`config.mk`:
```
export PLATFORM = sky130hd
export DESIGN_NAME = i3c_target_top
export DESIGN_NICKNAME = d
export VERILOG_FILES = /design/src/common/i3c_pkg.sv /design/src/common/bus_event_if.sv /design/src/hw/bus_monitor/bus_monitor.sv /design/src/hw/configuration/configuration.sv /design/src/hw/target_addr/target_addr_rx.sv /design/src/hw/i3c_target_top.sv
export VERILOG_INCLUDE_DIRS = /design/src /design/src/common
export SDC_FILE = /design/constraint.sdc
export NUM_CORES = 1
export LEC_CHECK = 0
export ABC_AREA = 1
export BUFFER_PORTS_ARGS = -buffer_cell sky130_fd_sc_hd__buf_2
export CORE_MARGIN = 2
export CORE_UTILIZATION = 59
export DETAILED_ROUTE_END_ITERATION = 12
export GPL_ROUTABILITY_DRIVEN = 0
export PLACE_DENSITY = 0.78
export SLEW_MARGIN = 20
export SYNTH_ARGS = -nofsm -noshare
export SYNTH_HDL_FRONTEND = slang
export SYNTH_HIERARCHICAL = 1
export SYNTH_SLANG_ARGS = --single-unit
```
`constraint.sdc`:
```
create_clock -name clk_i -period 6.8 [get_ports clk_i]
set_clock_uncertainty 0.05 [all_clocks]
set_input_delay 1.02 -clock clk_i [delete_from_list [all_inputs] [get_ports clk_i]]
set_output_delay 1.02 -clock clk_i [all_outputs]
set_load 0.05 [all_outputs]
```
`src/common/i3c_defs.svh`:
```
// ----------------------------------------------------------------------
// I3C target front end
// Shared field widths, fixed addresses and reset values
// ----------------------------------------------------------------------

`ifndef I3C_DEFS_SVH
`define I3C_DEFS_SVH

// Filter length fields
`define I3C_TIMING_W 20

// Bus address, without and with RnW
`define I3C_ADDR_W 7
`define I3C_BYTE_W 8

// Configuration write port
`define CFG_ADDR_W 4
`define CFG_DATA_W 32

`define I3C_BCAST_ADDR 7'h7E

// Filter lengths out of reset, in clock cycles
`define T_R_RESET 20'd2
`define T_F_RESET 20'd2

`endif

```
`src/common/i3c_pkg.sv`:
```
// ----------------------------------------------------------------------
// I3C target front end types
// Register offsets and address receiver states
// ----------------------------------------------------------------------

`include "i3c_defs.svh"

package i3c_pkg;

  // Byte offsets, one 32-bit word per register
  typedef enum logic [`CFG_ADDR_W-1:0] {
    CFG_CTRL     = 4'h0,
    CFG_T_R      = 4'h4,
    CFG_T_F      = 4'h8,
    CFG_STA_ADDR = 4'hC
  } cfg_reg_e;

  // Address receiver FSM
  typedef enum logic [1:0] {
    IDLE,
    SHIFT,
    ACK,
    WAIT_STOP
  } addr_state_e;

endpackage

```
`src/common/bus_event_if.sv`:
```
// ----------------------------------------------------------------------
// Bus event interface
// Filtered SCL/SDA levels and bus conditions from the monitor
// ----------------------------------------------------------------------

`timescale 1ns/1ps

interface bus_event_if;

  // Filtered line levels
  logic scl_level;
  logic sda_level;

  // One-cycle pulses
  logic scl_rise;
  logic scl_fall;
  logic start;
  logic rstart;
  logic stop;

  // High from START to STOP
  logic busy;

  modport mon (
    output scl_level, sda_level, scl_rise, scl_fall, start, rstart, stop, busy
  );

  modport rcv (
    input scl_level, sda_level, scl_rise, scl_fall, start, rstart, stop, busy
  );

endinterface

```
`src/hw/bus_monitor/bus_monitor.sv`:
```
// ----------------------------------------------------------------------
// Bus monitor
// Synchronises and glitch-filters SCL and SDA, then detects START,
// repeated START and STOP and tracks whether the bus is busy
// ----------------------------------------------------------------------

`timescale 1ns/1ps

`include "i3c_defs.svh"

module bus_monitor (
  input  logic                     clk_i,
  input  logic                     reset_i,
  input  logic                     scl_i,
  input  logic                     sda_i,
  input  logic                     enable_i,
  input  logic [`I3C_TIMING_W-1:0] t_r_i,
  input  logic [`I3C_TIMING_W-1:0] t_f_i,
  bus_event_if.mon                 ev
);

  localparam int unsigned line_scl = 0;
  localparam int unsigned line_sda = 1;

  logic [1:0]               line_in;
  logic [1:0]               sync_q;
  logic [1:0]               sync_qq;
  logic [1:0]               filt_q;
  logic [1:0]               filt_prev_q;
  logic [`I3C_TIMING_W-1:0] stable_cnt_q [2];
  logic [`I3C_TIMING_W-1:0] limit [2];
  logic                     busy_q;
  logic                     scl_high;
  logic                     sda_rise;
  logic                     sda_fall;

  assign line_in = {sda_i, scl_i};

  // Two-flop synchroniser, idles high like the bus
  always_ff @(posedge clk_i) begin
    if (reset_i) begin
      sync_q  <= 2'b11;
      sync_qq <= 2'b11;
    end else begin
      sync_q  <= line_in;
      sync_qq <= sync_q;
    end
  end

  // Rising edges wait t_r, falling edges t_f
  always_comb begin
    for (int i = 0; i < 2; i++) begin
      limit[i] = sync_qq[i] ? t_r_i : t_f_i;
    end
  end

  // A new level is taken once it has held for the filter length.
  // Any return to the old level restarts the count.
  always_ff @(posedge clk_i) begin
    if (reset_i || !enable_i) begin
      filt_q      <= 2'b11;
      filt_prev_q <= 2'b11;
      for (int i = 0; i < 2; i++) begin
        stable_cnt_q[i] <= '0;
      end
    end else begin
      filt_prev_q <= filt_q;
      for (int i = 0; i < 2; i++) begin
        if (sync_qq[i] == filt_q[i]) begin
          stable_cnt_q[i] <= '0;
        end else if (stable_cnt_q[i] + 1'b1 >= limit[i]) begin
          filt_q[i]       <= sync_qq[i];
          stable_cnt_q[i] <= '0;
        end else begin
          stable_cnt_q[i] <= stable_cnt_q[i] + 1'b1;
        end
      end
    end
  end

  // SCL must be high on both sides of the SDA edge
  assign scl_high = ev.scl_level & filt_prev_q[line_scl];
  assign sda_rise = filt_q[line_sda] & ~filt_prev_q[line_sda];
  assign sda_fall = ~filt_q[line_sda] & filt_prev_q[line_sda];

  always_ff @(posedge clk_i) begin
    if (reset_i || !enable_i) begin
      busy_q <= 1'b0;
    end else if (sda_rise && scl_high) begin
      busy_q <= 1'b0;
    end else if (sda_fall && scl_high) begin
      busy_q <= 1'b1;
    end
  end

  assign ev.scl_level = filt_q[line_scl];
  assign ev.sda_level = filt_q[line_sda];
  assign ev.scl_rise  = filt_q[line_scl] & ~filt_prev_q[line_scl];
  assign ev.scl_fall  = ~filt_q[line_scl] & filt_prev_q[line_scl];

  // START versus repeated START depends only on busy
  assign ev.start  = sda_fall & scl_high & ~busy_q;
  assign ev.rstart = sda_fall & scl_high & busy_q;
  assign ev.stop   = sda_rise & scl_high;
  assign ev.busy   = busy_q;

endmodule

```
`src/hw/configuration/configuration.sv`:
```
// ----------------------------------------------------------------------
// Configuration registers
// Enable, filter lengths and static address, written over valid/ready
// and locked while a transfer is on the bus
// ----------------------------------------------------------------------

`timescale 1ns/1ps

`include "i3c_defs.svh"

module configuration
  import i3c_pkg::*;
(
  input  logic                     clk_i,
  input  logic                     reset_i,
  input  logic                     cfg_wvalid_i,
  output logic                     cfg_wready_o,
  input  cfg_reg_e                 cfg_addr_i,
  input  logic [`CFG_DATA_W-1:0]   cfg_wdata_i,
  input  logic                     busy_i,
  output logic                     enable_o,
  output logic [`I3C_TIMING_W-1:0] t_r_o,
  output logic [`I3C_TIMING_W-1:0] t_f_o,
  output logic [`I3C_ADDR_W-1:0]   sta_addr_o,
  output logic                     sta_addr_valid_o
);

  logic                     enable_q;
  logic [`I3C_TIMING_W-1:0] t_r_q;
  logic [`I3C_TIMING_W-1:0] t_f_q;
  logic [`I3C_ADDR_W-1:0]   sta_addr_q;
  logic                     sta_addr_valid_q;
  logic                     wr_en;

  // Filters and address stay fixed for a whole transfer
  assign cfg_wready_o = ~busy_i;
  assign wr_en        = cfg_wvalid_i & cfg_wready_o;

  always_ff @(posedge clk_i) begin
    if (reset_i) begin
      enable_q         <= 1'b0;
      t_r_q            <= `T_R_RESET;
      t_f_q            <= `T_F_RESET;
      sta_addr_q       <= '0;
      sta_addr_valid_q <= 1'b0;
    end else if (wr_en) begin
      case (cfg_addr_i)
        CFG_CTRL: begin
          enable_q <= cfg_wdata_i[0];
        end
        CFG_T_R: begin
          t_r_q <= cfg_wdata_i[`I3C_TIMING_W-1:0];
        end
        CFG_T_F: begin
          t_f_q <= cfg_wdata_i[`I3C_TIMING_W-1:0];
        end
        CFG_STA_ADDR: begin
          sta_addr_q       <= cfg_wdata_i[`I3C_ADDR_W-1:0];
          sta_addr_valid_q <= cfg_wdata_i[`CFG_DATA_W-1];
        end
        // Unknown offsets complete the handshake and change nothing
        default: begin
        end
      endcase
    end
  end

  assign enable_o         = enable_q;
  assign t_r_o            = t_r_q;
  assign t_f_o            = t_f_q;
  assign sta_addr_o       = sta_addr_q;
  assign sta_addr_valid_o = sta_addr_valid_q;

endmodule

```
`src/hw/target_addr/target_addr_rx.sv`:
```
// ----------------------------------------------------------------------
// Target address receiver
// Shifts in the address byte after START or repeated START, ACKs a
// static or broadcast address match and hands the byte out
// ----------------------------------------------------------------------

`timescale 1ns/1ps

`include "i3c_defs.svh"

module target_addr_rx
  import i3c_pkg::*;
(
  input  logic                   clk_i,
  input  logic                   reset_i,
  input  logic [`I3C_ADDR_W-1:0] sta_addr_i,
  input  logic                   sta_addr_valid_i,
  input  logic                   bus_addr_ready_i,
  bus_event_if.rcv               ev,
  output logic                   sda_o,
  output logic [`I3C_BYTE_W-1:0] bus_addr_o,
  output logic                   bus_addr_valid_o,
  output logic                   addr_overrun_o
);

  addr_state_e            state_q;
  logic [3:0]             bit_cnt_q;
  logic [`I3C_BYTE_W-1:0] shift_q;
  logic [`I3C_BYTE_W-1:0] next_byte;
  logic                   byte_done;
  logic                   addr_match;
  logic                   match_q;
  logic                   sda_q;
  logic [`I3C_BYTE_W-1:0] addr_q;
  logic                   addr_valid_q;
  logic                   overrun_q;
  logic                   addr_pending;

  // MSB first, sampled on the filtered SCL rise
  assign next_byte = {shift_q[`I3C_BYTE_W-2:0], ev.sda_level};
  assign byte_done = (state_q == SHIFT) && ev.scl_rise && (bit_cnt_q == 4'd7);

  // Broadcast always answers, static address only when valid
  assign addr_match = (next_byte[`I3C_BYTE_W-1:1] == `I3C_BCAST_ADDR) ||
                      (sta_addr_valid_i && (next_byte[`I3C_BYTE_W-1:1] == sta_addr_i));

  always_ff @(posedge clk_i) begin
    if (reset_i) begin
      state_q   <= IDLE;
      bit_cnt_q <= '0;
      match_q   <= 1'b0;
      sda_q     <= 1'b1;
    end else if (ev.start || ev.rstart) begin
      state_q   <= SHIFT;
      bit_cnt_q <= '0;
      sda_q     <= 1'b1;
    end else if (ev.stop) begin
      state_q <= IDLE;
      sda_q   <= 1'b1;
    end else begin
      case (state_q)
        SHIFT: begin
          if (ev.scl_rise && (bit_cnt_q != 4'd8)) begin
            bit_cnt_q <= bit_cnt_q + 4'd1;
            if (byte_done) begin
              match_q <= addr_match;
            end
          end else if (ev.scl_fall && (bit_cnt_q == 4'd8)) begin
            // Pull SDA into the ACK slot
            state_q <= ACK;
            sda_q   <= ~match_q;
          end
        end
        ACK: begin
          if (ev.scl_fall) begin
            state_q <= WAIT_STOP;
            sda_q   <= 1'b1;
          end
        end
        IDLE, WAIT_STOP: begin
        end
        default: begin
          state_q <= IDLE;
        end
      endcase
    end
  end

  always_ff @(posedge clk_i) begin
    if ((state_q == SHIFT) && ev.scl_rise) begin
      shift_q <= next_byte;
    end
  end

  // Pending means valid and not taken this cycle
  assign addr_pending = addr_valid_q & ~bus_addr_ready_i;

  always_ff @(posedge clk_i) begin
    if (reset_i) begin
      addr_valid_q <= 1'b0;
      overrun_q    <= 1'b0;
    end else if (byte_done && addr_pending) begin
      // New byte is dropped, sticky until reset
      overrun_q <= 1'b1;
    end else if (byte_done) begin
      addr_valid_q <= 1'b1;
    end else if (bus_addr_ready_i) begin
      addr_valid_q <= 1'b0;
    end
  end

  always_ff @(posedge clk_i) begin
    if (byte_done && !addr_pending) begin
      addr_q <= next_byte;
    end
  end

  assign sda_o            = sda_q;
  assign bus_addr_o       = addr_q;
  assign bus_addr_valid_o = addr_valid_q;
  assign addr_overrun_o   = overrun_q;

endmodule

```
`src/hw/i3c_target_top.sv`:
```
// ----------------------------------------------------------------------
// I3C/I2C target bus front end
// Configuration, bus monitor and address receiver
// ----------------------------------------------------------------------

`timescale 1ns/1ps

`include "i3c_defs.svh"

module i3c_target_top
  import i3c_pkg::*;
(
  input  logic                   clk_i,
  input  logic                   reset_i,
  input  logic                   scl_i,
  input  logic                   sda_i,
  input  logic                   cfg_wvalid_i,
  output logic                   cfg_wready_o,
  input  logic [`CFG_ADDR_W-1:0] cfg_addr_i,
  input  logic [`CFG_DATA_W-1:0] cfg_wdata_i,
  output logic                   sda_o,
  output logic                   bus_start_o,
  output logic                   bus_rstart_o,
  output logic                   bus_stop_o,
  output logic                   xfer_in_progress_o,
  output logic [`I3C_BYTE_W-1:0] bus_addr_o,
  output logic                   bus_addr_valid_o,
  input  logic                   bus_addr_ready_i,
  output logic                   addr_overrun_o
);

  logic                     enable;
  logic [`I3C_TIMING_W-1:0] t_r;
  logic [`I3C_TIMING_W-1:0] t_f;
  logic [`I3C_ADDR_W-1:0]   sta_addr;
  logic                     sta_addr_valid;

  bus_event_if ev_if ();

  configuration xconfiguration (
    .clk_i            (clk_i),
    .reset_i          (reset_i),
    .cfg_wvalid_i     (cfg_wvalid_i),
    .cfg_wready_o     (cfg_wready_o),
    .cfg_addr_i       (cfg_reg_e'(cfg_addr_i)),
    .cfg_wdata_i      (cfg_wdata_i),
    .busy_i           (ev_if.busy),
    .enable_o         (enable),
    .t_r_o            (t_r),
    .t_f_o            (t_f),
    .sta_addr_o       (sta_addr),
    .sta_addr_valid_o (sta_addr_valid)
  );

  bus_monitor xbus_monitor (
    .clk_i    (clk_i),
    .reset_i  (reset_i),
    .scl_i    (scl_i),
    .sda_i    (sda_i),
    .enable_i (enable),
    .t_r_i    (t_r),
    .t_f_i    (t_f),
    .ev       (ev_if)
  );

  target_addr_rx xtarget_addr_rx (
    .clk_i            (clk_i),
    .reset_i          (reset_i),
    .sta_addr_i       (sta_addr),
    .sta_addr_valid_i (sta_addr_valid),
    .bus_addr_ready_i (bus_addr_ready_i),
    .ev               (ev_if),
    .sda_o            (sda_o),
    .bus_addr_o       (bus_addr_o),
    .bus_addr_valid_o (bus_addr_valid_o),
    .addr_overrun_o   (addr_overrun_o)
  );

  assign bus_start_o        = ev_if.start;
  assign bus_rstart_o       = ev_if.rstart;
  assign bus_stop_o         = ev_if.stop;
  assign xfer_in_progress_o = ev_if.busy;

endmodule

```
==> results.toml <==
[drt]
wl_per_cell_um = 11.72
vias_per_cell = 4.720
postRouteAntennaNets = 0
wirelength_um = 17150
drtIter0Drc = 431
firstDrtPassIters = 7
vias = 6905
drc = 0

[power_and_ir_drop]
ir_worst_vdd_v = 0.0001521
leakage_nw = 4.762
total_power_w = 0.001916
p_per_area_mw_per_mm2 = 211.7

[sta]
hold_viol = 0
period_share_pct = 57.42
maxSlewHeadroom_pct = 40.71
period_minus_slack_ps = 3904
setup-tns-final_ps = 0
rsz0062_at_grt = "no"
drv_slew = 0
worst_slew_pin_slew_ps = 886.8
setup_viol = 0
fmax_mhz = 256.1

[hold_path]
hold_depth = 1
hp-class = "flop to flop"

[global_routing]
grt_usage_pct = 25.17
grt_pass1_vias = 6278
antenna_found_initial = 0
grt_max_degree = 50
grt_pass1_wl_um = 28460
grt_remaining_overflow = 0

[die]
num_rows = 42
die_area_sq_mm = 0.01438
core_area_sq_mm = 0.01319
floorplan.initialDensity_pct = 60.10
die_h_um = 119.9
num_io_pins = 58
die_w_um = 119.9

[status]
outcome = "completed"

[final_layout]
fillers = 1182
register_area_sq_mm = 0.003013
fin_util_pct = 68.64
fin_nets = 1360
antenna_cells = 0
layout-area-overhead-vs-synth_pct = 14.20
fin_area_sq_mm = 0.009054
multiInputGateArea_sq_mm = 0.003886
drive_above_1_share_pct = 9.091

[logic_synthesis]
synth_cell_type_count = 36
netlist_area_sq_mm = 0.007928
synth_warnings = 6
avgSynthCellArea_sq_um = 6.634
synth-seq-cells = 123
postSynthCellCount = 1195
synth-seq-area-share_pct = 38.01

[cts]
cts_setup_buffers = 0
cts-resized-gates = 0
clk_path_buf_depth = 2
cts_buffers = 17
tritoncts = "yes"
clock_latency_ps = 420
cts-root-buf = "clkbuf_16"
clk_pin_slew_ps = 60
ctsHoldBuffers = 0
cts-htree-levels = 4
cts.sinks = 123

[worst_setup_path]
ff2ff_path_depth = 19
required_ps = 6880
crit_type = "flop to flop"
arrival_ps = 3990
endpoint_kind = "flop"
startpoint_type = "flop"
crit_fanout = 20

[place]
dpl.hpwl_um = 12310
portBuffers = 46
post_dp_cell_area_sq_mm = 0.008432

[flow_run]
max-cap-violations = 0
-- where the power goes --
group,internal (W),switching [W]
Sequential,0.000786,0.0000119
Combinational,0.0000616,0.000114
Clock,0.000622,0.000321
Total,0.00147,0.000447
-- worst paths after layout --
check,endpoint,slack [ps],startpoint
setup / recovery,xbus_monitor/stable_cnt_q[0][19]$_SDFFCE_PN0P_,2900,xbus_monitor/stable_cnt_q[0][0]$_SDFFCE_PN0P_
hold / removal,xbus_monitor/sync_qq[0]$_SDFF_PP1_,360,xbus_monitor/sync_q[0]$_SDFF_PP1_
setup reg to reg,xbus_monitor/stable_cnt_q[0][19]$_SDFFCE_PN0P_,2900,xbus_monitor/stable_cnt_q[0][0]$_SDFFCE_PN0P_
hold reg to reg,xbus_monitor/sync_qq[0]$_SDFF_PP1_,360,xbus_monitor/sync_q[0]$_SDFF_PP1_
-- layout make-up --
type,instances,area share (%)
multi-input cells,805,42.92
flip-flops and latches,123,33.28
inverters,274,11.37
clock buffers,27,6.025
well taps,176,2.432
repair buffers,53,3.123
clock inverters,5,0.8430
-- registers in the layout, indices dropped and copies added, names as in the netlist, 2 cells and up --
| register | cells |
|---|---|
| xbus_monitor/filt_prev_q | 2 |
| xbus_monitor/filt_q | 2 |
| xbus_monitor/stable_cnt_q | 40 |
| xbus_monitor/sync_q | 2 |
| xbus_monitor/sync_qq | 2 |
| xconfiguration/sta_addr_o | 7 |
| xconfiguration/t_f_o | 20 |
| xconfiguration/t_r_o | 20 |
| xtarget_addr_rx/bit_cnt_q | 4 |
| xtarget_addr_rx/bus_addr_o | 8 |
| xtarget_addr_rx/shift_q | 7 |
| xtarget_addr_rx/state_q | 2 |
-- synthesized netlist by cell type --
cell,n,area share [%]
nor2_4,3,0.43
dfxtp_1,68,17
inv_2,6,0.28
ha_1,44,6.9
a21oi_1,19,1.2
nand3b_1,2,0.19
o21ai_0,42,2.7
nand3_4,1,0.22
xnor2_1,7,0.77
nand3_2,4,0.51
inv_1,266,13
buf_1,3,0.14
o31ai_1,1,0.095
edfxtp_1,55,21
buf_4,2,0.19
nor3_2,2,0.25
clkbuf_1,11,0.52
a21o_1,1,0.095
nor2_2,9,0.71
nand4_1,9,0.71
clkinv_1,1,0.047
conb_1,1,0.047
nand2_2,4,0.32
xor2_1,17,1.9
nor4_1,1,0.079
nor3_4,1,0.21
nand3_1,69,4.4
clkinv_2,1,0.063
o21bai_1,2,0.19
buf_2,16,1.0
nand2_1,348,16
a211oi_1,1,0.095
or2_2,4,0.32
nor2_1,163,7.7
o21ai_1,2,0.13
nor3_1,9,0.57
-- per-layer routing --
| layer | GRT usage [%] | part of all wire [%] |
|---|---|---|
| met5 | 0 | 0 |
| met4 | 9.853 | 2.1 |
| met3 | 4.800 | 3.7 |
| met2 | 43.04 | 49 |
| met1 | 31.36 | 45 |
-- per-stage QoR --
stage / hold slack, ps / std cells / setup WS [ps]
floorplan: 339.5 / 1234 / 3561
global placement: 343.3 / 1431 / 3095
detailed placement: 348.8 / 1431 / 3037
CTS: 361.8 / 1463 / 2934
global route: 365.0 / 1463 / 2548
finish: 358.7 / 1463 / 2896
-- worst max-delay path: stages (launching register included) --
cell and delay [ps]:
edfxtp_1 500, ha_1 240, nand3_1 130, nor2_1 150
nand2_1 110, nor2_1 110, nand2_1 110, nor2_2 110
xnor2_1 160, inv_1 70, ha_1 270, nand2_1 40
nor2_1 250, nand2_1 150, inv_1 120, nand2_1 80
nor2_1 130, nor2_1 80, nand3_1 620, nor2_1 120
-- cell usage in the layout (no fill, tap or decap), types with 3 or more instances in the layout --
cell | netlist | final
clkbuf_1 | 11 | 4
nand3_1 | 69 | 69
or2_2 | 4 | 4
xnor2_1 | 7 | 7
dfxtp_1 | 68 | 68
nand2_2 | 4 | 4
nand4_1 | 9 | 9
o21ai_0 | 42 | 42
edfxtp_1 | 55 | 55
buf_2 | 16 | 46
inv_2 | 6 | 6
ha_1 | 44 | 44
conb_1 | 1 | 40
clkbuf_8 | 0 | 4
inv_1 | 266 | 266
nor3_1 | 9 | 9
buf_4 | 2 | 7
nor2_2 | 9 | 10
clkbuf_16 | 0 | 19
a21oi_1 | 19 | 19
clkinv_2 | 1 | 3
nor2_1 | 163 | 162
nor2_4 | 3 | 3
xor2_1 | 17 | 17
nand2_1 | 348 | 348
nand3_2 | 4 | 4
-- kinds of logic (layout without fill, tap and decap cells) --
logic type	Yosys count	in the layout	synth area share, %
AOI/OAI and AO/OA	68	68	4.451
xor gates and xnor gates	24	24	2.651
adders and majority gates	44	44	6.944
buffers and inverters	306	359	14.85
DFF	123	123	38.01
other	1	40	0.04730
and+or+nand+nor	629	629	33.05
No activity file was read; power rests on OpenSTA's default activity.
